File: src/rtl/core_consts.svh
// routing core constants
// register addresses, readback selectors, widths and engine count
`ifndef CORE_CONSTS_SVH
`define CORE_CONSTS_SVH

// engine slots behind the router
`define CORE_NUM_CE          2

// stream and counter widths
`define CORE_DATA_W          64
`define CORE_DROP_W          16

// settings bus word addresses
`define CORE_SR_READBACK     11'd0
`define CORE_SR_MISC         11'd4
`define CORE_SR_TEST         11'd28
`define CORE_SR_XB_LOCAL     11'd32

// readback selectors
`define CORE_RB_MISC         5'd1
`define CORE_RB_COMPAT       5'd2
`define CORE_RB_PLL          5'd4
`define CORE_RB_DROPS        5'd5
`define CORE_RB_TEST         5'd24

// fixed values
`define CORE_COMPAT_WORD     32'hAC000B00
`define CORE_RB_DEFAULT      32'hDEADBEEF
`define CORE_XB_LOCAL_RESET  8'd40
`define CORE_MISC_RESET      32'd2

`endif

File: src/rtl/core_pkg.sv
// routing core types
// stream beat, misc control word and state/selector enums
`default_nettype none
`include "core_consts.svh"

package core_pkg;

  // one beat of the 64-bit packet stream
  typedef struct packed {
    logic                    last;
    logic [`CORE_DATA_W-1:0] data;
  } stream_beat_t;

  // misc register layout, lsb first at the bottom
  typedef struct packed {
    logic [10:0] reserved;
    logic [3:0]  rx_bandsel_c;
    logic [3:0]  rx_bandsel_b;
    logic [5:0]  rx_bandsel_a;
    logic [2:0]  tx_bandsel;
    logic        codec_arst;
    logic        mimo;
    logic [1:0]  pps_select;
  } misc_ctrl_t;

  // packet position for router and merge
  typedef enum logic {
    ST_HEADER,
    ST_BODY
  } route_state_e;

  // readback selector codes
  typedef enum logic [4:0] {
    RB_MISC   = `CORE_RB_MISC,
    RB_COMPAT = `CORE_RB_COMPAT,
    RB_PLL    = `CORE_RB_PLL,
    RB_DROPS  = `CORE_RB_DROPS,
    RB_TEST   = `CORE_RB_TEST
  } rb_sel_e;

endpackage

`default_nettype wire

File: src/rtl/ce_pkt_buffer.sv
// store-and-forward packet buffer
// stands in for a computational engine, returns packets unchanged
`timescale 1ns/1ps
`default_nettype none

module ce_pkt_buffer
  import core_pkg::*;
#(
  parameter int DEPTH_LOG2 = 5
) (
  input  wire logic         i_bus_clk,
  input  wire logic         i_bus_rst,
  input  wire stream_beat_t i_beat,
  input  wire logic         i_valid,
  output logic              o_ready,
  output stream_beat_t      o_beat,
  output logic              o_valid,
  input  wire logic         i_ready
);

  localparam int DEPTH = 2 ** DEPTH_LOG2;

  stream_beat_t          mem [DEPTH];
  logic [DEPTH_LOG2-1:0] wr_ptr;
  logic [DEPTH_LOG2-1:0] rd_ptr;
  logic [DEPTH_LOG2:0]   fill;
  logic [DEPTH_LOG2:0]   pkt_count;
  logic                  wr_en;
  logic                  rd_en;
  logic                  wr_last;
  logic                  rd_last;

  assign o_ready = (fill != (DEPTH_LOG2 + 1)'(DEPTH));
  // nothing goes out until a whole packet is in
  assign o_valid = (pkt_count != '0);
  assign o_beat  = mem[rd_ptr];

  assign wr_en   = i_valid && o_ready;
  assign rd_en   = o_valid && i_ready;
  assign wr_last = wr_en && i_beat.last;
  assign rd_last = rd_en && o_beat.last;

  //////////////////////////////////////////////////////////////////////
  // beat storage
  //////////////////////////////////////////////////////////////////////

  always_ff @(posedge i_bus_clk) begin
    if (wr_en)
      mem[wr_ptr] <= i_beat;
  end

  // pointers wrap naturally at the power-of-two depth
  always_ff @(posedge i_bus_clk) begin
    if (i_bus_rst) begin
      wr_ptr <= '0;
      rd_ptr <= '0;
    end else begin
      if (wr_en)
        wr_ptr <= wr_ptr + 1'b1;
      if (rd_en)
        rd_ptr <= rd_ptr + 1'b1;
    end
  end

  //////////////////////////////////////////////////////////////////////
  // occupancy
  //////////////////////////////////////////////////////////////////////

  always_ff @(posedge i_bus_clk) begin
    if (i_bus_rst) begin
      fill <= '0;
    end else begin
      case ({wr_en, rd_en})
        2'b10:   fill <= fill + 1'b1;
        2'b01:   fill <= fill - 1'b1;
        default: fill <= fill;
      endcase
    end
  end

  // complete packets held, in and out on the same edge cancel
  always_ff @(posedge i_bus_clk) begin
    if (i_bus_rst) begin
      pkt_count <= '0;
    end else begin
      case ({wr_last, rd_last})
        2'b10:   pkt_count <= pkt_count + 1'b1;
        2'b01:   pkt_count <= pkt_count - 1'b1;
        default: pkt_count <= pkt_count;
      endcase
    end
  end

endmodule

`default_nettype wire

File: config.mk
export PLATFORM = sky130hd
export DESIGN_NAME = ce_pkt_buffer
export DESIGN_NICKNAME = d
export VERILOG_FILES = /design/src/rtl/core_pkg.sv /design/src/rtl/ce_pkt_buffer.sv
export VERILOG_INCLUDE_DIRS = /design/src /design/src/rtl
export SDC_FILE = /design/constraint.sdc
export NUM_CORES = 2
export LEC_CHECK = 0
export BUFFER_PORTS_ARGS = -buffer_cell sky130_fd_sc_hd__buf_2
export CORE_MARGIN = 5
export CORE_UTILIZATION = 40
export CTS_CLUSTER_DIAMETER = 80
export CTS_CLUSTER_SIZE = 40
export DETAILED_ROUTE_END_ITERATION = 8
export PLACE_DENSITY = 0.52
export SETUP_SLACK_MARGIN = 0.5
export SYNTH_ARGS = -nofsm -noshare
export SYNTH_HDL_FRONTEND = slang
export SYNTH_SLANG_ARGS = --single-unit
File: constraint.sdc
create_clock -name i_bus_clk -period 9.5 [get_ports i_bus_clk]
set_input_delay 0.95 -clock i_bus_clk [delete_from_list [all_inputs] [get_ports i_bus_clk]]
set_output_delay 0.95 -clock i_bus_clk [all_outputs]
set_load 0.03 [all_outputs]
==> flow_metrics.py <==
metrics = {
    "synthesis": {
        "synthesis.nets": 3272,
        "synth-main-ff-cell": "edfxtp_1",
        "ys_warn_count": 0,
        "yosysUniqueCellTypes": 38,
        "synth_top_area_cell": "edfxtp_1",
        "avgSynthCellArea_um2": 25.2,
        "yosysSeqAreaShare": 0.785,
        "synth-edff-count": 2080,
        "async_flop_share": 0,
        "synthCells": 3186,
        "netlist_area_um2": 80300,
        "synth_area_leaders": "edfxtp_1 78%, mux4_2 18%, mux2_2 0.76%",
        "ys_ff_latch": 2107,
        "synth_top_area_share": 0.778,
    },
    "clock_network": {
        "post_cts_buffers": 0,
        "htree_num_levels": 3,
        "clk_latency_ps": 810,
        "path_clk_slew_ps": 100,
        "cts-resized-gates": 0,
        "cts_sinks": 2107,
        "cts_hold_buffers": 0,
        "numCtsBuffers": 110,
        "cts_tree": "done",
        "cts-root-buf": "clkbuf_16",
        "cts_buffer_depth": 3,
    },
    "route": {
        "dr_wl_met3_um": 9240,
        "drt-total-wl_um": 204000,
        "top_layer": "met5",
        "vias": 35118,
        "drt-pass1-iter-count": 5,
        "met1_length_um": 83100,
        "avgRoutedWirePerCell_um": 33.3,
        "drtAntennaViolNets": 0,
        "drt_iter0_drc": 3502,
        "viasPerCell": 5.74,
        "met2_length_um": 107000,
        "drc": 0,
    },
    "power_and_ir_drop": {
        "switching_share": 0.267,
        "p_clk_frac": 0.307,
        "p_int_w": 0.0145,
        "p_per_area_nw_per_um2": 223,
        "seq_power_share": 0.529,
        "p_sw_w": 0.00528,
        "p_leak_nw": 26.5,
        "comb_power_share": 0.165,
        "ir_drop_uv": 164,
    },
    "timing": {
        "max-slew-margin-rel": 0.0551,
        "clock.fmax_mhz": 170,
        "tightest_slew_ps": 1420,
        "fin_crit_ps": 5870,
        "min_period_over_period": 0.618,
        "setup_viol": 0,
        "maxSlewViolCount": 0,
        "fin_setup_tns_ps": 0,
        "rsz0062_at_grt": "no",
        "fin_skew_ps": 37.4,
        "hold_viol": 0,
        "worst_slack_ps": 3630,
    },
    "global_routing": {
        "grt_start_max_net_pins": 141,
        "grt_pass1_wl_um": 287000,
        "grt_pass1_vias": 37270,
        "grt-ovfl-total": 0,
        "grt_use_total": 0.193,
        "antenna_found_initial": 24,
    },
    "setup_path": {
        "cp-end-kind": "output pin",
        "cp_max_fo": 48,
        "start_kind": "flop",
        "crit_arrival_ps": 4920,
        "path_class": "flop to output pin",
        "cp.required_ps": 8550,
    },
    "placed_design": {
        "preCtsSetupSlack_ps": 4290,
        "portBuffers": 135,
        "place_hpwl_um": 103000,
        "gp_congestion": 0.742,
    },
    "layout": {
        "nets": 3445,
        "layout-drive-gt1-share": 0.337,
        "syn_to_final_growth_pct": 10.7,
    },
    "die": {
        "dieArea_um2": 210000,
        "die_y_um": 458,
        "rows": 164,
        "die_w_um": 458,
        "ios": 136,
        "start_util": 0.402,
        "coreArea_um2": 200000,
    },
    "min_path": {
        "hp-class": "flop to flop",
    },
    "run_status": {
        "status": "finished clean",
    },
    "run": {
        "cap_violations": 0,
    },
}
==> power groups by stage <==
stage | clock network, W | logic [W] | registers, W
after floorplan | 0 | 0.00251 | 0.0106
after global placement | 0 | 0.00328 | 0.0107
after detailed placement | 0 | 0.00334 | 0.0107
after CTS | 0.00622 | 0.00335 | 0.0105
after global routing | 0.00656 | 0.00351 | 0.0105
final | 0.00606 | 0.00326 | 0.0104
==> cell usage in the layout, fill, tap and decap left out, types with 19 or more instances in the layout <==
master,instances
edfxtp_1,2080
mux4_2,639
buf_2,135
clkbuf_16,112
buf_4,80
mux2_2,54
nor2_1,39
nor2_4,32
a211oi_1,24
dfxtp_1,24
inv_16,22
mux2i_1,19
==> kinds of logic after synthesis <==
family                     share of synthesized area
and+or+nand+nor                              0.00737
adders and majority gates                    0.00284
xor gates and xnor gates                     0.00153
muxes                                          0.189
DFF                                            0.785
buffers and inverters                        0.00998
AOI/OAI and AO/OA                            0.00399
==> stage by stage <==
stage          area, µm²  cells  hold slack [ps]   util  total power, W
2_1_floorplan      80300   3186              485      -          0.0131
6_report           88800   6119              558  0.445          0.0198
3_5_place_dp       84500   5903              532  0.423          0.0140
5_1_grt            88800   6113              567  0.445          0.0205
4_1_cts            88800   6112              530  0.445          0.0200
3_3_place_gp       84500   5903              501  0.423          0.0139
==> layout make-up <==
type	instances	area (µm²)
inverter	5	31.3
sequential	2107	63000
timing repair buffer	222	1420
clock inverter	96	1550
tap	2656	3320
antenna	7	17.5
fill	16376	111000
clock buffer	113	2810
multi-input combinational	913	16700
==> worst paths after layout <==
path,cells after the start,from,slack [ps],endpoint
min reg2reg,2,fill[4],560,fill[4]
min,2,fill[4],560,fill[4]
max reg2reg,12,flop,4460,pkt_count[5]
max,6,flop,3630,o_beat[14]
==> flip-flops by register name (all words and copies together), names as in the netlist, named ones only <==
| register | count |
|---|---|
| fill | 6 |
| wr_ptr | 5 |
| pkt_count | 6 |
| rd_ptr | 5 |
| mem | 2080 |
==> cells in the mapped netlist, drive strengths merged, types with 5 or more instances <==
cell,count
xor2,8
nor2b,5
a21oi,5
mux4,639
nor2,71
clkbuf,70
and2,12
xnor2,6
dfxtp,27
mux2i,19
mux2,54
edfxtp,2080
ha,15
buf,91
inv,5
nand2,16
a211oi,24
==> worst max-delay path, stage by stage (launching register included) <==
cell,delay (ps)
dfxtp_4,800
buf_4,730
buf_4,890
mux4_2,620
mux4_2,500
mux2_2,340
buf_2,200
==> per-layer routing <==
layer / track usage / up-vias
li1: - / 14159
met3: 0.0239 / 259
met5: 0 / -
met4: 0.0409 / 4
met1: 0.257 / 19669
met2: 0.342 / 1027
Power figures use the tool's default switching activity.
