`src/rtl/core_consts.svh`:
```
// routing core constants
// register addresses, readback selectors, widths and engine count
`ifndef CORE_CONSTS_SVH
`define CORE_CONSTS_SVH

// engine slots behind the router
`define CORE_NUM_CE          2

// stream and counter widths
`define CORE_DATA_W          64
`define CORE_DROP_W          16

// settings bus word addresses
`define CORE_SR_READBACK     11'd0
`define CORE_SR_MISC         11'd4
`define CORE_SR_TEST         11'd28
`define CORE_SR_XB_LOCAL     11'd32

// readback selectors
`define CORE_RB_MISC         5'd1
`define CORE_RB_COMPAT       5'd2
`define CORE_RB_PLL          5'd4
`define CORE_RB_DROPS        5'd5
`define CORE_RB_TEST         5'd24

// fixed values
`define CORE_COMPAT_WORD     32'hAC000B00
`define CORE_RB_DEFAULT      32'hDEADBEEF
`define CORE_XB_LOCAL_RESET  8'd40
`define CORE_MISC_RESET      32'd2

`endif

```
`src/rtl/core_pkg.sv`:
```
// routing core types
// stream beat, misc control word and state/selector enums
`default_nettype none
`include "core_consts.svh"

package core_pkg;

  // one beat of the 64-bit packet stream
  typedef struct packed {
    logic                    last;
    logic [`CORE_DATA_W-1:0] data;
  } stream_beat_t;

  // misc register layout, lsb first at the bottom
  typedef struct packed {
    logic [10:0] reserved;
    logic [3:0]  rx_bandsel_c;
    logic [3:0]  rx_bandsel_b;
    logic [5:0]  rx_bandsel_a;
    logic [2:0]  tx_bandsel;
    logic        codec_arst;
    logic        mimo;
    logic [1:0]  pps_select;
  } misc_ctrl_t;

  // packet position for router and merge
  typedef enum logic {
    ST_HEADER,
    ST_BODY
  } route_state_e;

  // readback selector codes
  typedef enum logic [4:0] {
    RB_MISC   = `CORE_RB_MISC,
    RB_COMPAT = `CORE_RB_COMPAT,
    RB_PLL    = `CORE_RB_PLL,
    RB_DROPS  = `CORE_RB_DROPS,
    RB_TEST   = `CORE_RB_TEST
  } rb_sel_e;

endpackage

`default_nettype wire

```
`src/rtl/pkt_router.sv`:
```
// packet demux by header destination
// foreign or out-of-range packets are swallowed and counted
`timescale 1ns/1ps
`default_nettype none
`include "core_consts.svh"

module pkt_router
  import core_pkg::*;
#(
  parameter int NUM_OUT = 2
) (
  input  wire logic                    i_bus_clk,
  input  wire logic                    i_bus_rst,
  input  wire logic [7:0]              i_local_addr,
  input  wire stream_beat_t            i_beat,
  input  wire logic                    i_valid,
  output logic                         o_ready,
  output stream_beat_t                 o_beat [NUM_OUT],
  output logic      [NUM_OUT-1:0]      o_valid,
  input  wire logic [NUM_OUT-1:0]      i_ready,
  output logic      [`CORE_DROP_W-1:0] o_drop_count
);

  localparam int SEL_W = (NUM_OUT > 1) ? $clog2(NUM_OUT) : 1;

  route_state_e            state;
  logic [SEL_W-1:0]        body_sel;
  logic                    body_drop;
  logic [SEL_W-1:0]        hdr_sel;
  logic                    hdr_drop;
  logic [SEL_W-1:0]        cur_sel;
  logic                    cur_drop;
  logic                    fire;
  logic [`CORE_DROP_W-1:0] drop_count;

  // header decode, device in 15:8 and engine in 7:0
  assign hdr_drop = (i_beat.data[15:8] != i_local_addr) ||
                    (i_beat.data[7:0] >= 8'(NUM_OUT));
  assign hdr_sel  = i_beat.data[SEL_W-1:0];

  // header beat routes itself, body follows the latch
  assign cur_sel  = (state == ST_HEADER) ? hdr_sel  : body_sel;
  assign cur_drop = (state == ST_HEADER) ? hdr_drop : body_drop;

  // dropped beats are always accepted
  assign o_ready = cur_drop ? 1'b1 : i_ready[cur_sel];
  assign fire    = i_valid && o_ready;

  for (genvar k = 0; k < NUM_OUT; k++) begin : g_out
    assign o_beat[k]  = i_beat;
    assign o_valid[k] = i_valid && !cur_drop && (cur_sel == SEL_W'(k));
  end

  always_ff @(posedge i_bus_clk) begin
    if (i_bus_rst) begin
      state     <= ST_HEADER;
      body_sel  <= '0;
      body_drop <= 1'b0;
    end else if (fire) begin
      case (state)
        ST_HEADER: begin
          // single-beat packets never leave the header state
          if (!i_beat.last) begin
            state     <= ST_BODY;
            body_sel  <= hdr_sel;
            body_drop <= hdr_drop;
          end
        end
        ST_BODY: begin
          if (i_beat.last)
            state <= ST_HEADER;
        end
        default: state <= ST_HEADER;
      endcase
    end
  end

  // count at the last beat of a dropped packet, saturating
  always_ff @(posedge i_bus_clk) begin
    if (i_bus_rst)
      drop_count <= '0;
    else if (fire && cur_drop && i_beat.last && (drop_count != '1))
      drop_count <= drop_count + 1'b1;
  end

  assign o_drop_count = drop_count;

endmodule

`default_nettype wire

```
`config.mk`:
```
export PLATFORM = sky130hd
export DESIGN_NAME = pkt_router
export DESIGN_NICKNAME = d
export VERILOG_FILES = /design/src/rtl/core_pkg.sv /design/src/rtl/pkt_router.sv
export VERILOG_INCLUDE_DIRS = /design/src /design/src/rtl
export SDC_FILE = /design/constraint.sdc
export NUM_CORES = 1
export LEC_CHECK = 0
export BUFFER_PORTS_ARGS = -buffer_cell sky130_fd_sc_hd__buf_2
export CAP_MARGIN = 10
export CORE_AREA = 4 4 88 82
export CTS_CLUSTER_DIAMETER = 40
export CTS_CLUSTER_SIZE = 20
export DETAILED_ROUTE_END_ITERATION = 10
export DIE_AREA = 0 0 92 86
export PLACE_DENSITY = 0.9
export REMOVE_ABC_BUFFERS = 1
export SYNTH_ARGS = -nofsm -noshare
export SYNTH_HDL_FRONTEND = slang
export SYNTH_SLANG_ARGS = --single-unit
```
`constraint.sdc`:
```
create_clock -name i_bus_clk -period 3.88 [get_ports i_bus_clk]
set_input_delay 1.164 -clock i_bus_clk [delete_from_list [all_inputs] [get_ports i_bus_clk]]
set_output_delay 1.164 -clock i_bus_clk [all_outputs]
set_load 0.05 [all_outputs]
```
==> results of run 1 <==
[kinds of logic after synthesis]
kind of cell / count (synthesis)
simple gates: 73
mux: 10
flops: 19
xor+xnor: 8
buf+inv: 140
fa+ha+maj: 1
compound gates: 24
[per-stage QoR]
| stage | TNS, ns | worst slack, ns | power, mW |
|---|---|---|---|
| 3_3_place_gp | 0 | 0.00579 | 0.366 |
| 2_1_floorplan | -0.800 | -0.457 | 0.241 |
| 3_5_place_dp | -0.00305 | -0.00305 | 0.370 |
| 6_report | 0 | 0.0670 | 0.508 |
| 4_1_cts | 0 | 0.0450 | 0.513 |
| 5_1_grt | -0.00486 | -0.00486 | 0.531 |
[final cells by class]
type	count	area, µm²	area share
repair buffers	88	464	0.256
inverters	3	11.3	0.00620
well taps	90	113	0.0620
clock buffers	4	45.0	0.0248
multi-input cells	116	803	0.442
flip-flops and latches	19	380	0.209
[worst max-delay path: cells and delay by family]
family | cells | cell delay, ns
AOI/OAI and AO/OA | 1 | 0.28
and+or+nand+nor | 3 | 0.90
buffers and inverters | 2 | 0.31
[cell usage after synthesis, types with 4 or more instances]
| cell | count |
|---|---|
| nor2b_1 | 8 |
| nor3_1 | 4 |
| dfxtp_1 | 19 |
| o31ai_1 | 7 |
| nand2_1 | 11 |
| xor2_1 | 8 |
| mux2_1 | 7 |
| a21oi_1 | 10 |
| nor4_1 | 5 |
| nand3_1 | 8 |
| nor2_1 | 13 |
| or4_1 | 8 |
| buf_4 | 132 |
[timing repair]
item,CTS,global route
gates cloned,0,0
pin swaps,0,1
gates resized for setup,2,2
endpoints found under the setup margin,2,2
[state kept, by name, summed over array words and instances (netlist names)]
register / flops
o_drop_count: 16
body_sel: 1
state: 1
body_drop: 1
[power breakdown]
part	internal (mW)	switching (mW)	leakage, nW	total (mW)
combinational	0.0426	0.123	0.657	0.165
sequential	0.198	0.00351	0.154	0.201
clock	0.0732	0.0681	0.0228	0.141
[worst paths after layout]
| path | start | slack [ns] | endpoint |
|---|---|---|---|
| worst max-delay path | i_beat[7] | 0.07 | o_valid[0] |
| worst min-delay path | body_sel | 0.50 | body_sel |
| worst max register to register | o_drop_count[9] | 1.46 | o_drop_count[9] |
| worst min register to register | body_sel | 0.50 | body_sel |
[per-layer routing]
| metal | routed length [µm] | track usage |
|---|---|---|
| met5 | 52 | 0.141 |
| met4 | 791 | 0.167 |
| met3 | 2070 | 0.232 |
| met2 | 4770 | 0.397 |
| met1 | 3160 | 0.218 |
[cell usage in the layout, fill, tap and decap left out, types with 2 or more instances in the layout]
cell type	n
mux2i_1	3
nand2_1	11
nor2_1	13
nor2b_1	8
buf_2	80
or3_1	2
dfxtp_1	19
a31o_2	3
buf_4	7
and4_1	2
and3_1	2
nor4_1	5
nand2b_1	3
nand3_1	8
inv_1	3
o21ai_0	2
nor3_1	4
a21oi_1	10
mux2_1	7
xor2_1	8
clkbuf_8	3
o31ai_1	7
or4_1	7
==> summary.md, run 1 <==
| Metric | Value |
|---|---|
| Status | complete, no violations |
| Port Buffers | 82 |
| Maximum vdd drop | 174 µV |
| Placed insts | 316 |
| Post-synthesis compound-gate area fraction | 0.0793 |
| Htree depth | 1 |
| Critical Path Sink Type | primary output |
| Cell Rows | 28 |
| Synthesis Warnings | 0 |
| Crit path largest cell delay | 0.54 ns |
| Routability cong. | 0.923 |
| Crit-path cells | buf_2 -> or4_4 -> nor4_4 -> a41o_1 -> and3_1 -> buf_4 |
| Pwr dens | 280 nW/µm² |
| Initial Util | 0.347 |
| Setup Buffers After CTS | 0 |
| Synth Flop Type | dfxtp_1 |
| Clock latency on the worst-skew pair | 0.26 ns |
| Grt ovf | 0 |
| Cell Area, Synth | 2210 µm² |
| Final Util | 0.285 |
| Final Hold Fails | 0 |
| EDFF count, synth | 0 |
| Largest net degree at the start of global routing | 29 |
| Hold Crit Depth | 1 |
| First-pass GRT wire length | 14.3 mm |
| Die width | 92 µm |
| CP required | 2.72 ns |
| Pins Over Slew Limit | 0 |
| Dpl cell area | 1760 µm² |
| Vias in the first global route | 1730 |
| Antenna diodes | 0 |
| Startpoint Class | input pin |
| Clk sinks | 19 |
| Initial antenna violation count | 0 |
| Max-Cap Viols | 0 |
| Fill cells | 706 |
| Synth async-reset ratio | 0 |
| Worst Hold Class | register to register |
| Ranking of synthesized cells by area | buf_4, dfxtp_1, mux2_1 |
| Synth Area in Simple Gates | 0.196 |
| Post-synthesis sequential area ratio | 0.172 |
| NumNets Final | 310 |
| Unique masters post-synth | 34 |
| Setup violators final | 0 |
| Vias/cell | 5.40 |
| I/O pin count | 227 |
| CTS Buf Count | 3 |
| Non-Filler Instances | 320 |
| # DRC | 0 |
| Worst R2R Path Depth | 5 |
| P&R area growth vs syn | -17.8% |
| Syn Inst Count | 275 |
| Fin area | 1820 µm² |
| Slowest-stage cell, CP | or4_4 |
| Initial DRC Count | 69 |
| Share of layout cells above drive strength 1 | 0.430 |
| CTS root buf | clkbuf_8 |
| DRT Pass-1 Iters | 4 |
| Slew margin rel. | 0.413 |
| Crit path DAT | 2.65 ns |
| Clock-pin slew on the worst setup and hold paths | 0.07 ns |
| Syn_area_per_cell | 8.03 µm² |
| Max Freq | 0.262 GHz |
| Kind of critical path | input pin to primary output |
| Routed WL per cell | 33.9 µm |
| Maximum fanout along the worst path | 4 |
| Worst slew pin tran | 0.878 ns |
| Xor/xnor share of the synthesized area | 0.0317 |
| Mux cell area share after synthesis | 0.0493 |
| Largest family of logic cells by synthesized area | buffers and inverters |
| GRT Overall Usage | 0.261 |
| #FFs+latches synth | 19 |
| Cell accounting for the most synthesized area | buf_4 |
| Core ar. | 6380 µm² |
| Full die area | 7910 µm² |
| CTS Buffer Depth | 2 |
| Area share of the largest cell type after synthesis | 0.448 |
| Die Y | 86 µm |
| Fin crit period | 3.81 ns |
| Clock Skews | 0.00400 ns |
| Synthesized-area fraction occupied by adder cells | 0.00566 |
| Post-route ant nets | 0 |
| Vias after detailed routing | 1727 |
| Leak | 0.833 nW |
| Post-Route WL | 10.8 mm |
| Post-DP HPWL | 9.43 mm |
| CTS Hold Bufs | 0 |
| Fin Hold WS | 0.500 ns |
| CTS tree | yes |
| Tcrit/Tclk final | 0.983 |
No activity file was read; power rests on OpenSTA's default activity.
==> inputs of run 2 (changes only) <==
- BUFFER_PORTS_ARGS: -buffer_cell sky130_fd_sc_hd__buf_2 -> default
- CORE_AREA: 4 4 88 82 -> 4 4 87 89
- DIE_AREA: 0 0 92 86 -> 0 0 91 93
- DONT_BUFFER_PORTS: default -> 1
- PLACE_DENSITY: 0.9 -> 0.56
==> run 2 against run 1 <==
First-iteration DRC count decreased by 8.7%. Worst hold slack lost 0.021 ns. Combinational power shrank 72%. Register-to-register slack lost 0.44 ns. Highest routed layer unchanged. Fmax grew 0.78%. Sequential share of layout area grew 5.9 points. Routed wire length up 6.8%. Clock skew down 0.0016 ns. Global-route usage up 0.39 points. Non-clock buffer count is 81 lower.
==> summary.md, run 2 (synthesis gave the netlist of run 1 again) <==
| Metric | Value |
|---|---|
| Vias in the first global route | 1303 |
| Fin area | 1420 µm² |
| Slew margin rel. | 0.418 |
| Post-Route WL | 11.6 mm |
| Post-route ant nets | 0 |
| Fin Hold WS | 0.480 ns |
| Register area | 380 µm² |
| Initial antenna violation count | 4 |
| Max Freq | 0.264 GHz |
| Cell Rows | 30 |
| Routability cong. | 0.842 |
| Multi-input combinational cell area | 802 µm² |
| NumNets Final | 229 |
| M1 GR Usage | 0.165 |
| Dpl cell area | 1350 µm² |
| DRT Pass-1 Iters | 4 |
| Htree depth | 1 |
| Most common cell after layout, fill and taps aside | dfxtp_1 |
| Vias after detailed routing | 1404 |
| Status | complete, no violations |
| Maximum vdd drop | 100 µV |
| Die width | 91 µm |
| Worst slew pin tran | 0.872 ns |
| Most frequent cells in the layout | dfxtp_1, nor2_1, nand2_1 |
| First-pass GRT wire length | 14.5 mm |
| Largest net degree at the start of global routing | 29 |
| Total power | 394 µW |
| Clock latency on the worst-skew pair | 0.26 ns |
| Pwr dens | 278 nW/µm² |
| Met2 usage | 0.401 |
| Worst Hold Class | register to register |
| CTS Buf Count | 3 |
| Final Hold Fails | 0 |
| Port Buffers | 0 |
| Maximum fanout along the worst path | 4 |
| Final Util | 0.210 |
| Full die area | 8460 µm² |
| Post-DP HPWL | 10.4 mm |
| Core ar. | 6760 µm² |
| Crit path DAT | 2.62 ns |
| Clk sinks | 19 |
| Setup violators final | 0 |
| Max reg flops | 16 |
| Fill cells | 768 |
| Pins Over Slew Limit | 0 |
| Share of layout cells above drive strength 1 | 0.121 |
| CTS Hold Bufs | 0 |
| # DRC | 0 |
| CP required | 2.72 ns |
| CTS tree | yes |
| Routed WL per cell | 49.7 µm |
| GRT Overall Usage | 0.265 |
| Fin crit period | 3.78 ns |
| Total Neg Setup Slack | 0 ns |
| Clock-pin slew on the worst setup and hold paths | 0.07 ns |
| Initial Util | 0.327 |
| RSZ-0062 raised after global routing | no |
| Clock Skews | 0.00244 ns |
| I/O pin count | 227 |
| P&R area growth vs syn | -35.8% |
| Grt ovf | 0 |
| Initial DRC Count | 63 |
| Critical Path Sink Type | primary output |
| Max-Cap Viols | 0 |
| Vias/cell | 6.03 |
| Startpoint Class | input pin |
| Kind of critical path | input pin to primary output |
| CTS Buffer Depth | 2 |
| Gr busiest metal | met2 |
| Leak | 0.489 nW |
| CTS root buf | clkbuf_8 |
| Die Y | 93 µm |
| Tcrit/Tclk final | 0.975 |
| Met3 Usage GRT | 0.401 |
==> run 2: cell types whose count changed in the layout (fill, tap and decap cells not counted) <==
cell,before,now
buf_4,7,5
nor2_1,13,12
buf_2,80,0
nor2_2,0,1
diode_2,0,4
or4_4,1,0
buf_12,0,1
or4_1,7,8
==> run 2: final timing paths <==
path	from	to	slack (ns)	cells past startpoint
worst max-delay path	i_beat[7]	o_valid[0]	0.1	5
worst min-delay path	body_drop	body_drop	0.48	2
worst min register to register	body_drop	body_drop	0.48	2
worst max register to register	o_drop_count[6]	o_drop_count[12]	1.02	5
==> run 2: per-layer routing <==
layer | wire length, µm | up-vias
li1 | - | 555
met1 | 2400 | 603
met2 | 5100 | 226
met3 | 3730 | 16
met4 | 213 | 4
met5 | 139 | -
==> run 2: layout make-up <==
class                           instances  area share
Sequential cell                        19       0.268
Multi-Input combinational cell        116       0.566
Timing Repair Buffer                    7      0.0485
Tap cell                               80      0.0706
Inverter                                3     0.00794
Clock buffer                            4      0.0318
Antenna cell                            4     0.00706
==> run 2: what timing repair did <==
action | in CTS | in global routing
setup endpoints to repair | 0 | 2
gates resized for setup | 0 | 2
endpoints found under the hold margin | 0 | 0
setup buffers | 0 | 1
==> run 2: per-stage QoR <==
step | setup WS [ns] | std cells
CTS | 0.0830 | 228
global route | 0.0165 | 233
floorplan | -0.457 | 138
finish | 0.0966 | 233
global placement | 0.126 | 224
detailed placement | 0.0900 | 224
==> run 2: where the power goes <==
part	switching (mW)	leakage [nW]	internal [mW]	total, mW
sequential	0.00717	0.154	0.198	0.205
clock	0.0698	0.0228	0.0731	0.143
combinational	0.0260	0.313	0.0201	0.0460
==> run 2: worst max-delay path, stage by stage <==
cell,delay (ns)
or4_1,0.56
nor4_4,0.23
a41o_1,0.29
and3_1,0.23
buf_12,0.15
