`config.mk`:
```
export PLATFORM = sky130hd
export DESIGN_NAME = core_settings
export DESIGN_NICKNAME = d
export VERILOG_FILES = /design/src/rtl/core_pkg.sv /design/src/rtl/core_settings.sv
export VERILOG_INCLUDE_DIRS = /design/src /design/src/rtl
export SDC_FILE = /design/constraint.sdc
export NUM_CORES = 1
export LEC_CHECK = 0
export BUFFER_PORTS_ARGS = -buffer_cell sky130_fd_sc_hd__buf_2
export CAP_MARGIN = 20
export CORE_MARGIN = 1.5
export CORE_UTILIZATION = 51
export CTS_CLUSTER_DIAMETER = 60
export CTS_CLUSTER_SIZE = 16
export DETAILED_ROUTE_END_ITERATION = 12
export PLACE_DENSITY_LB_ADDON = 0.1
export SYNTH_ARGS = -nofsm -noshare
export SYNTH_HDL_FRONTEND = slang
export SYNTH_SLANG_ARGS = --single-unit
```
`constraint.sdc`:
```
create_clock -name i_bus_clk -period 4.6 [get_ports i_bus_clk]
set_input_delay 1.15 -clock i_bus_clk [delete_from_list [all_inputs] [get_ports i_bus_clk]]
set_output_delay 1.15 -clock i_bus_clk [all_outputs]
set_load 0.03 [all_outputs]
```
`src/rtl/core_consts.svh`:
```
// routing core constants
// register addresses, readback selectors, widths and engine count
`ifndef CORE_CONSTS_SVH
`define CORE_CONSTS_SVH

// engine slots behind the router
`define CORE_NUM_CE          2

// stream and counter widths
`define CORE_DATA_W          64
`define CORE_DROP_W          16

// settings bus word addresses
`define CORE_SR_READBACK     11'd0
`define CORE_SR_MISC         11'd4
`define CORE_SR_TEST         11'd28
`define CORE_SR_XB_LOCAL     11'd32

// readback selectors
`define CORE_RB_MISC         5'd1
`define CORE_RB_COMPAT       5'd2
`define CORE_RB_PLL          5'd4
`define CORE_RB_DROPS        5'd5
`define CORE_RB_TEST         5'd24

// fixed values
`define CORE_COMPAT_WORD     32'hAC000B00
`define CORE_RB_DEFAULT      32'hDEADBEEF
`define CORE_XB_LOCAL_RESET  8'd40
`define CORE_MISC_RESET      32'd2

`endif

```
`src/rtl/core_pkg.sv`:
```
// routing core types
// stream beat, misc control word and state/selector enums
`default_nettype none
`include "core_consts.svh"

package core_pkg;

  // one beat of the 64-bit packet stream
  typedef struct packed {
    logic                    last;
    logic [`CORE_DATA_W-1:0] data;
  } stream_beat_t;

  // misc register layout, lsb first at the bottom
  typedef struct packed {
    logic [10:0] reserved;
    logic [3:0]  rx_bandsel_c;
    logic [3:0]  rx_bandsel_b;
    logic [5:0]  rx_bandsel_a;
    logic [2:0]  tx_bandsel;
    logic        codec_arst;
    logic        mimo;
    logic [1:0]  pps_select;
  } misc_ctrl_t;

  // packet position for router and merge
  typedef enum logic {
    ST_HEADER,
    ST_BODY
  } route_state_e;

  // readback selector codes
  typedef enum logic [4:0] {
    RB_MISC   = `CORE_RB_MISC,
    RB_COMPAT = `CORE_RB_COMPAT,
    RB_PLL    = `CORE_RB_PLL,
    RB_DROPS  = `CORE_RB_DROPS,
    RB_TEST   = `CORE_RB_TEST
  } rb_sel_e;

endpackage

`default_nettype wire

```
`src/rtl/core_settings.sv`:
```
// global settings registers
// readback selector, test, misc and local address, plus the readback mux
`timescale 1ns/1ps
`default_nettype none
`include "core_consts.svh"

module core_settings
  import core_pkg::*;
(
  input  wire logic                    i_bus_clk,
  input  wire logic                    i_bus_rst,
  input  wire logic                    i_set_stb,
  input  wire logic [31:0]             i_set_addr,
  input  wire logic [31:0]             i_set_data,
  input  wire logic [1:0]              i_lock_signals,
  input  wire logic [3:0]              i_tcxo_status,
  input  wire logic [`CORE_DROP_W-1:0] i_drop_count,
  output logic      [31:0]             o_rb_data,
  output misc_ctrl_t                   o_misc,
  output logic      [7:0]              o_xb_local_addr
);

  rb_sel_e     rb_sel;
  logic [31:0] test_reg;
  misc_ctrl_t  misc_reg;
  logic [7:0]  xb_local;
  logic [1:0]  lock_meta;
  logic [1:0]  lock_sync;

  //////////////////////////////////////////////////////////////////////
  // register writes
  //////////////////////////////////////////////////////////////////////

  // only the low 11 address bits decode
  always_ff @(posedge i_bus_clk) begin
    if (i_bus_rst) begin
      rb_sel   <= rb_sel_e'(5'd0);
      test_reg <= '0;
      misc_reg <= misc_ctrl_t'(`CORE_MISC_RESET);
      xb_local <= `CORE_XB_LOCAL_RESET;
    end else if (i_set_stb) begin
      case (i_set_addr[10:0])
        `CORE_SR_READBACK: rb_sel   <= rb_sel_e'(i_set_data[4:0]);
        `CORE_SR_MISC:     misc_reg <= misc_ctrl_t'(i_set_data);
        `CORE_SR_TEST:     test_reg <= i_set_data;
        `CORE_SR_XB_LOCAL: xb_local <= i_set_data[7:0];
        default: ;
      endcase
    end
  end

  // pll lock bits come from another domain, two flops
  always_ff @(posedge i_bus_clk) begin
    if (i_bus_rst) begin
      lock_meta <= 2'b00;
      lock_sync <= 2'b00;
    end else begin
      lock_meta <= i_lock_signals;
      lock_sync <= lock_meta;
    end
  end

  //////////////////////////////////////////////////////////////////////
  // readback mux
  //////////////////////////////////////////////////////////////////////

  always_comb begin
    case (rb_sel)
      RB_TEST:   o_rb_data = test_reg;
      RB_MISC:   o_rb_data = {26'd0, i_tcxo_status, misc_reg.pps_select};
      RB_COMPAT: o_rb_data = `CORE_COMPAT_WORD;
      RB_PLL:    o_rb_data = {30'd0, lock_sync};
      RB_DROPS:  o_rb_data = {{(32-`CORE_DROP_W){1'b0}}, i_drop_count};
      default:   o_rb_data = `CORE_RB_DEFAULT;
    endcase
  end

  assign o_misc          = misc_reg;
  assign o_xb_local_addr = xb_local;

endmodule

`default_nettype wire

```
==> run metrics, run 1 <==
Tmin final=3.686 ns; ANT cells=0; power share of the combinational group=about 5.8%; maxcap violations=0; area delta synth->final=24.24%; CP required=between 3 and 4 ns; share of cells above drive strength 1=between 30% and 40%; WL final=8711 µm; total power=between 1 and 1.5 mW; gpl congestion=about 0.78; routed length per placed instance=14.49 µm; CP Data Arrival Time=2.54 ns; grt total ovfl=0; vias in the first global route=2851; dpl ws=approximately 1.3 ns; RSZ-0062 raised after global routing=false; antenna-violating nets left=0; first-pass GRT wire length=approximately 13000 µm; slew margin rel.=31.15%; DP Cell Count=between 500 and 600; CTS root buffer=clkbuf_8; Worst setup startpoint=rb_sel[0]$_SDFFE_PP0P_; Worst setup SP type=register; setup slack, reg-to-reg=3.65 ns; Hold Crit Depth=1; fin nets=589; Leak=approximately 1.8 nW; clk slew on worst S/H paths=0.08 ns; hold_sp=lock_meta[1]$_SDFF_PP0_; worst-margin pin slew=approximately 1.0 ns; Tcrit/Tclk final=around four fifths; Yosys cell types=39; chip height=slightly below 90 µm; worst r2r path cells=2; number of synthesized register bits=81; mapped cell area=3691 µm²; clock power share=~40%; Row Count=30; H-tree levels=3; Resized cells post-CTS=0; worst hold endpoint=lock_sync[1]$_SDFF_PP0_; Die X=88.07 µm; syn nets=approximately 470; vias=3164; final HPWL from detailed placement=between 5000 and 6000 µm; Setup CP Type=register to primary output; via/cell ratio=around 5.3; hold_ws=approximately 0.44 ns; Total GRT Usage=between 20% and 30%; switching power=0.2865 mW; initial antenna violation count=0; Starting Density=roughly 53%; Initial DRC Count=roughly 150; Util after Layout=between 60% and 70%; Hold Path Class=register to register; Placed Area=around 4400 µm²; maximum vdd drop=0.1846 mV; Post-Synthesis Cells=roughly 380; warning count from the yosys run=0; Layout Cells excl Fill=601; most common cell after layout, fill and taps aside=buf_2; worst flop-to-flop path startpoint=rb_sel[2]$_SDFFE_PP0P_; Syn Area/Cell=around 10 µm²; most frequent cells in the layout=buf_2 (139), dfxtp_1 (81), nand2b_1 (69); Internal=roughly 1.0 mW; FMAX=between 0.2 and 0.3 GHz; Fin. Hold Viols=0; PwrDens=between 200 and 300 nW/µm²; Critical Path End Type=primary output; Num CTS Buffers=9; setup ws final=approximately 0.91 ns; Net Sw Frac=roughly 22%; fin area=4586 µm²; CTS Sinks=81; Setup Skew=roughly 0.00031 ns; Core Region=6907 µm²; status=finished, final reports clean; # hold bufs at CTS=0; Seq pwr share=approximately 54%; Remaining DRCs=0; port bufs=roughly 140; Die ar.=about 7800 µm²; Sum Neg Setup Slack=0 ns; worst-case clock buffer depth=2; worst-skew pair later-pin latency=0.35 ns; # Post-CTS Setup Buffers=0; CTS tree=done; Boundary Pins=approximately 160; sequential cell area fraction in the yosys report=43.93%; crit-path max FO=9; largest net degree at the start of global routing=just under 90; Final Max Slew Viols=0; drt first pass iters=4; # setup viols final=0; RR Endpoint=rb_sel[2]$_SDFFE_PP0P_
power groups by stage:
stage / sequential [mW] / clock, mW / combinational (mW)
after floorplan: 0.719 / 0 / 0.0385
final: 0.703 / 0.517 / 0.0748
after global placement: 0.719 / 0 / 0.0738
after CTS: 0.703 / 0.525 / 0.0756
after detailed placement: 0.719 / 0 / 0.0753
after global routing: 0.703 / 0.558 / 0.0831
worst max-delay path: stages, from the launching register on:
cell and delay, ns:
dfxtp_1 0.51, nor4b_1 0.87, and2_1 0.41, a221o_1 0.20, buf_2 0.20
cell families (layout without fill, tap and decap cells):
family | count (synthesis) | count (layout) | synth area share, %
multiplexers | 44 | 44 | 12.14
AO/OA/AOI/OAI | 73 | 73 | 13.09
AND/OR/NAND/NOR | 147 | 147 | 26.17
buffers and inverters | 33 | 160 | 4.678
flip-flops | 81 | 81 | 43.93
Yosys cell counts:
library cell   n  area share [%]
o21ai_1       31             4.2
and3_1         1            0.17
buf_2          6            0.81
nor4_1         2            0.34
a221o_1       11             3.0
nand2b_1      69              12
nor2b_1        5            0.85
buf_1          1            0.10
or4_4          2            0.61
or3_1          1            0.17
mux2i_1       38              10
o21bai_1       1            0.20
nor4b_1        1            0.24
nor2_1         7            0.71
a21oi_1        3            0.41
o21ai_0        7            0.95
a22o_1         2            0.47
nor3_1         6            0.81
a211o_1        2            0.47
and4b_1        1            0.27
nand4_1        1            0.17
o211ai_1       1            0.20
a21o_1        11             2.2
nand2_1        3            0.31
a32o_1         2            0.54
nand3b_1      37             7.5
buf_6          4             1.2
o31ai_1        1            0.20
or4b_2         1            0.27
a21boi_0       1            0.20
dfxtp_1       81              44
buf_4          3            0.61
and2_1         5            0.85
or3b_2         2            0.47
mux2_2         6             1.8
nand4b_1       1            0.24
clkbuf_1      19             1.9
or4b_1         1            0.27
or4_1          1            0.20
metal layers:
metal	share of wire, %	GRT usage [%]	wire length, µm
met4	1.2	8.381	106
met3	8.7	5.749	759
met5	0	0	0
met2	44	35.53	3842
met1	46	28.81	4003
worst max-delay path by stage:
stage | end | slack, ns
floorplan | o_rb_data[8] | 1.33
global placement | o_rb_data[13] | 1.29
detailed placement | o_rb_data[0] | 1.28
CTS | o_rb_data[13] | 0.91
global route | o_rb_data[13] | 0.76
finish | o_rb_data[13] | 0.91
layout make-up:
type / count / area, µm²
clock buffer: 11 / 141.4
clock inverter: 5 / 55.05
fill: 642 / 2321
multi-input combinational: 264 / 1914
sequential: 81 / 1622
tap: 96 / 120.1
timing repair buffer: 144 / 733.2
Note: power is estimated with default switching activity, not from simulation.
==> run 2: changes to the inputs <==
Settings changed: CORE_UTILIZATION 51 to 43.
Clock period 4.6 ns to 3.33 ns, I/O delays scaled along.
==> run 2 against run 1 <==
  * Critical path depth grew 1
  * Setup slack lost 0.72 ns
  * Global-route usage shrank 2.0 points
  * Largest cell class unchanged
  * Combinational power grew 43%
  * First-iteration DRC count shrank 26%
  * Power grew 39%
==> run metrics, run 2 (same netlist as run 1, synthesis figures left out) <==
RSZ-0062 raised after global routing=false; Num CTS Buffers=9 (unchanged); Leak=1.860 nW (+1.3%); grt total ovfl=0 (unchanged); Resized cells post-CTS=0 (unchanged); Die ar.=9149 µm² (+18%); Fin. Hold Viols=0 (unchanged); Row Count=33 (+10%); # hold bufs at CTS=0 (unchanged); worst-case clock buffer depth=2 (unchanged); Filler cells=774 (+21%); fin area=4641 µm² (+1.2%); CP Data Arrival Time=2.30 ns (-0.24 ns); status=finished, final reports clean; final HPWL from detailed placement=6148 µm (+5.7%); Critical Path End Type=primary output; Worst setup SP type=register; Starting Density=44.70% (-8.7 points); via/cell ratio=5.155 (-2.1%); Sum Neg Setup Slack=0 ns (unchanged); initial antenna violation count=0 (unchanged); Final Max Slew Viols=0 (unchanged); CP required=2.50 ns (-0.95 ns); chip height=95.65 µm (+8.6%); share of cells above drive strength 1=35.04% (+0.58 points); Setup Skew=0.006422 ns (+0.006110 ns); # setup viols final=0 (unchanged); vias in the first global route=2945 (+3.3%); worst-skew pair later-pin latency=0.34 ns (about the same); most frequent cells in the layout=buf_2 (139), dfxtp_1 (81), nand2b_1 (69); CTS tree=done; antenna-violating nets left=0 (unchanged); slew margin rel.=38.01% (+6.9 points); port bufs=139 (unchanged); gpl congestion=0.7377 (-5.6%); Hold Path Class=register to register; WL final=9183 µm (+5.4%); worst-margin pin slew=0.9297 ns (-0.08872 ns); area delta synth->final=25.73%; ANT cells=0 (unchanged); Boundary Pins=161 (unchanged); largest net degree at the start of global routing=117 (+31%); Die X=95.65 µm (+8.6%); Core Region=8258 µm² (+20%); CTS root buffer=clkbuf_8; routed length per placed instance=14.98 µm (+3.4%); Tmin final=between 3 and 4 ns; maximum vdd drop=0.2427 mV (+31%); Total GRT Usage=20.22% (-2.0 points); maxcap violations=0 (unchanged); Initial DRC Count=113 (-26%); Placed Area=4436 µm² (+1.1%); # Post-CTS Setup Buffers=0 (unchanged); Remaining DRCs=0 (unchanged); Tcrit/Tclk final=between 90% and 100%; clk slew on worst S/H paths=0.09 ns (about the same); CTS Sinks=81 (unchanged); FMAX=0.3193 GHz; most common cell after layout, fill and taps aside=buf_2; first-pass GRT wire length=14170 µm (+6.9%); crit-path max FO=19 (+10); Setup CP Type=register to primary output; vias=3160 (-0.13%); drt first pass iters=4 (unchanged); fin nets=592 (+0.51%); PwrDens=388.8 nW/µm² (+38%); H-tree levels=3 (unchanged); Util after Layout=56.20% (-10 points)
run 2: cell types whose count changed in the layout (fill, tap and decap cells not counted):
cell      before  now
buf_12         0    1
buf_4          5    7
clkbuf_1       1    0
clkinv_2       2    1
clkinv_4       0    2
run 2: worst max-delay path, stage by stage (launching register included):
cell      delay (ns)
dfxtp_1         0.50
or3b_2          0.49
o211ai_1        0.12
o21ai_2         0.29
a211o_1         0.37
buf_2           0.18
run 2: layout make-up:
cell class | count | area [µm²] | share of cell area [%]
clock buffers | 10 | 137.6 | 2.966
repair buffers | 147 | 768.2 | 16.55
well taps | 105 | 131.4 | 2.831
flip-flops and latches | 81 | 1622 | 34.94
clock inverters | 6 | 67.56 | 1.456
multi-input cells | 264 | 1914 | 41.25
run 2: worst paths after layout:
path | from | to | slack, ns | cells after the start
worst max register to register | rb_sel[0]$_SDFFE_PP0P_ | rb_sel[0]$_SDFFE_PP0P_ | 2.52 | 2
worst max-delay path | rb_sel[1]$_SDFFE_PP0P_ | o_rb_data[0] | 0.20 | 5
worst min register to register | lock_meta[0]$_SDFF_PP0_ | lock_sync[0]$_SDFF_PP0_ | 0.45 | 1
worst min-delay path | lock_meta[0]$_SDFF_PP0_ | lock_sync[0]$_SDFF_PP0_ | 0.45 | 1
run 2: stage by stage:
| stage | setup WS (ns) | power, mW | instances | hold slack (ns) |
|---|---|---|---|---|
| 2_1_floorplan | 0.6931 | 1.047 | 378 | 0.4138 |
| 3_3_place_gp | 0.5969 | 1.098 | 597 | 0.4250 |
| 3_5_place_dp | 0.5600 | 1.101 | 597 | 0.4217 |
| 4_1_cts | 0.1712 | 1.825 | 613 | 0.4541 |
| 5_1_grt | 0.04109 | 1.888 | 613 | 0.4667 |
| 6_report | 0.1983 | 1.804 | 613 | 0.4477 |
run 2: power by group:
group | total, mW | switching [mW] | internal (mW)
Sequential | 0.970 | 0.000609 | 0.970
Clock | 0.727 | 0.359 | 0.368
Combinational | 0.107 | 0.0471 | 0.0596
run 2: layer usage:
| layer | track usage, % | vias up | wire (µm) |
|---|---|---|---|
| met1 | 26.60 | 1472 | 4356 |
| met3 | 6.061 | 5 | 637 |
| met4 | 5.515 | 0 | 70 |
| met2 | 32.04 | 100 | 4119 |
| li1 | - | 1583 | - |
| met5 | 0 | - | 0 |
==> run 3: changes to the inputs <==
Settings changed: PLACE_DENSITY from default to 0.72, PLACE_DENSITY_LB_ADDON 0.1 to default.
==> run 3 against run 2 <==
  * Design area rose by 0.73%
  * Count of clock-buffer cells in the layout fell by 1
  * Sequential cell count did not move
  * Critical endpoint is now o_rb_data[1]
  * First-iteration DRC count fell by 7.1%
  * Largest cell class unchanged
  * Largest power group unchanged
  * Power rose by 5.2%
==> run metrics, run 3 (same netlist as run 1, synthesis figures left out) <==
status=finished, final reports clean; Leak=1.876 nW (+0.85%); drt first pass iters=4 (unchanged); clock power share=43.2% (+2.9 points); fin nets=592 (unchanged); Num CTS Buffers=9 (unchanged); Hold Crit Depth=1 (unchanged); worst r2r path cells=2 (unchanged); # hold bufs at CTS=0 (unchanged); maxcap violations=0 (unchanged); Sum Neg Setup Slack=0 ns (unchanged); # setup viols final=0 (unchanged); PwrDens=406.2 nW/µm² (+4.5%); Tcrit/Tclk final=93.45% (-0.60 points); Total GRT Usage=20.74% (+0.51 points); share of cells above drive strength 1=34.65% (-0.39 points); Filler cells=759 (-1.9%); RSZ-0062 raised after global routing=false; Setup CP Type=register to primary output; final HPWL from detailed placement=6498 µm (+5.7%); CTS root buffer=clkbuf_8; initial antenna violation count=0 (unchanged); CTS tree=done; grt total ovfl=0 (unchanged); Boundary Pins=161 (unchanged); Row Count=33 (unchanged); Tmin final=3.112 ns (-0.01998 ns); worst flop-to-flop path startpoint=rb_sel[2]$_SDFFE_PP0P_; Final Max Slew Viols=0 (unchanged); chip height=95.65 µm (unchanged); largest net degree at the start of global routing=76 (-35%); clk slew on worst S/H paths=0.08 ns (about the same); Internal=1.515 mW (+8.4%); Fin. Hold Viols=0 (unchanged); fin area=4674 µm² (+0.73%); antenna-violating nets left=0 (unchanged); worst-case clock buffer depth=2 (unchanged); setup ws final=0.2183 ns (+0.01998 ns); Die X=95.65 µm (unchanged); routed length per placed instance=15.26 µm (+1.8%); CTS Sinks=81 (unchanged); port bufs=139 (unchanged); CP Data Arrival Time=2.28 ns (-0.02 ns); Layout Cells excl Fill=610 (-0.49%); Initial DRC Count=105 (-7.1%); vias in the first global route=2967 (+0.75%); FMAX=0.3214 GHz (+0.64%); RR Endpoint=rb_sel[2]$_SDFFE_PP0P_; area of the multi-input gates=1922 µm² (+0.39%); most common cell after layout, fill and taps aside=buf_2; Setup Skew=0.0002280 ns (-0.006194 ns); via/cell ratio=5.246 (+1.8%); Worst setup SP type=register; WL final=9307 µm (+1.4%); DP Cell Count=597 (unchanged); power share of the combinational group=5.7% (-0.2 points); gpl congestion=0.7657 (+3.8%); first-pass GRT wire length=14510 µm (+2.4%); ANT cells=0 (unchanged); most frequent cells in the layout=buf_2 (139), dfxtp_1 (81), nand2b_1 (69); hold_sp=lock_meta[0]$_SDFF_PP0_; register area=1622 µm² (unchanged); crit-path max FO=19 (unchanged); Die ar.=9149 µm² (unchanged); Net Sw Frac=20.21% (-2.3 points); CP required=2.50 ns (about the same); switching power=0.3837 mW (-5.7%); vias=3200 (+1.3%); Critical Path End Type=primary output; setup slack, reg-to-reg=2.41 ns (-0.11 ns); worst-margin pin slew=0.6125 ns (-0.3171 ns); total power=1.899 mW (+5.2%); Remaining DRCs=0 (unchanged); worst hold endpoint=lock_sync[0]$_SDFF_PP0_; Starting Density=44.70% (unchanged); Core Region=8258 µm² (unchanged); worst-skew pair later-pin latency=0.33 ns (about the same); # Post-CTS Setup Buffers=0 (unchanged); maximum vdd drop=0.2145 mV (-12%); Placed Area=4448 µm² (+0.28%); slew margin rel.=59.01% (+21 points); Resized cells post-CTS=0 (unchanged); H-tree levels=3 (unchanged); Hold Path Class=register to register; Seq pwr share=51.1% (-2.7 points); dpl ws=0.4801 ns (-0.07989 ns); area delta synth->final=26.64%
[run 3: power groups by stage]
stage	sequential (mW)	combinational, mW	clock [mW]
3_3_place_gp	0.993	0.106	0
4_1_cts	0.970	0.109	0.837
5_1_grt	0.971	0.119	0.888
2_1_floorplan	0.993	0.0532	0
3_5_place_dp	0.993	0.109	0
6_report	0.970	0.108	0.820
[run 3: critical path: stages (launching register included)]
cell	delay (ns)
dfxtp_1	0.52
or3b_2	0.49
o211ai_1	0.17
o21ai_4	0.24
a211o_1	0.34
buf_2	0.18
[run 3: layout make-up]
type,instances,area share [%]
clock buffer,9,2.650
sequential,81,34.69
timing repair buffer,147,16.70
tap,105,2.810
multi-input combinational,264,41.11
clock inverter,4,2.034
[run 3: routing by layer]
metal	up-vias	track usage, %	share of wire, %
li1	1581	-	-
met1	1497	27.61	46
met2	114	32.69	47
met3	8	5.024	6.6
met4	0	6.985	0.75
met5	-	0	0
[run 3: how the worst max path moves through the flow]
stage | depth (start not counted) | start | slack (ns) | to
after detailed placement | 4 | rb_sel[2]$_SDFFE_PP0P_ | 0.48 | o_rb_data[15]
after global routing | 5 | rb_sel[1]$_SDFFE_PP0P_ | 0.09 | o_rb_data[1]
final | 5 | rb_sel[1]$_SDFFE_PP0P_ | 0.22 | o_rb_data[1]
after CTS | 4 | rb_sel[2]$_SDFFE_PP0P_ | 0.10 | o_rb_data[15]
after global placement | 4 | rb_sel[2]$_SDFFE_PP0P_ | 0.53 | o_rb_data[15]
after floorplan | 3 | i_drop_count[8] | 0.69 | o_rb_data[8]
[run 3: per-stage QoR]
step	util [%]	hold WS, ns
after floorplan	-	0.4138
after global placement	53.86	0.4186
after detailed placement	53.86	0.4261
after CTS	56.52	0.4444
after global routing	56.61	0.4614
final	56.61	0.4413
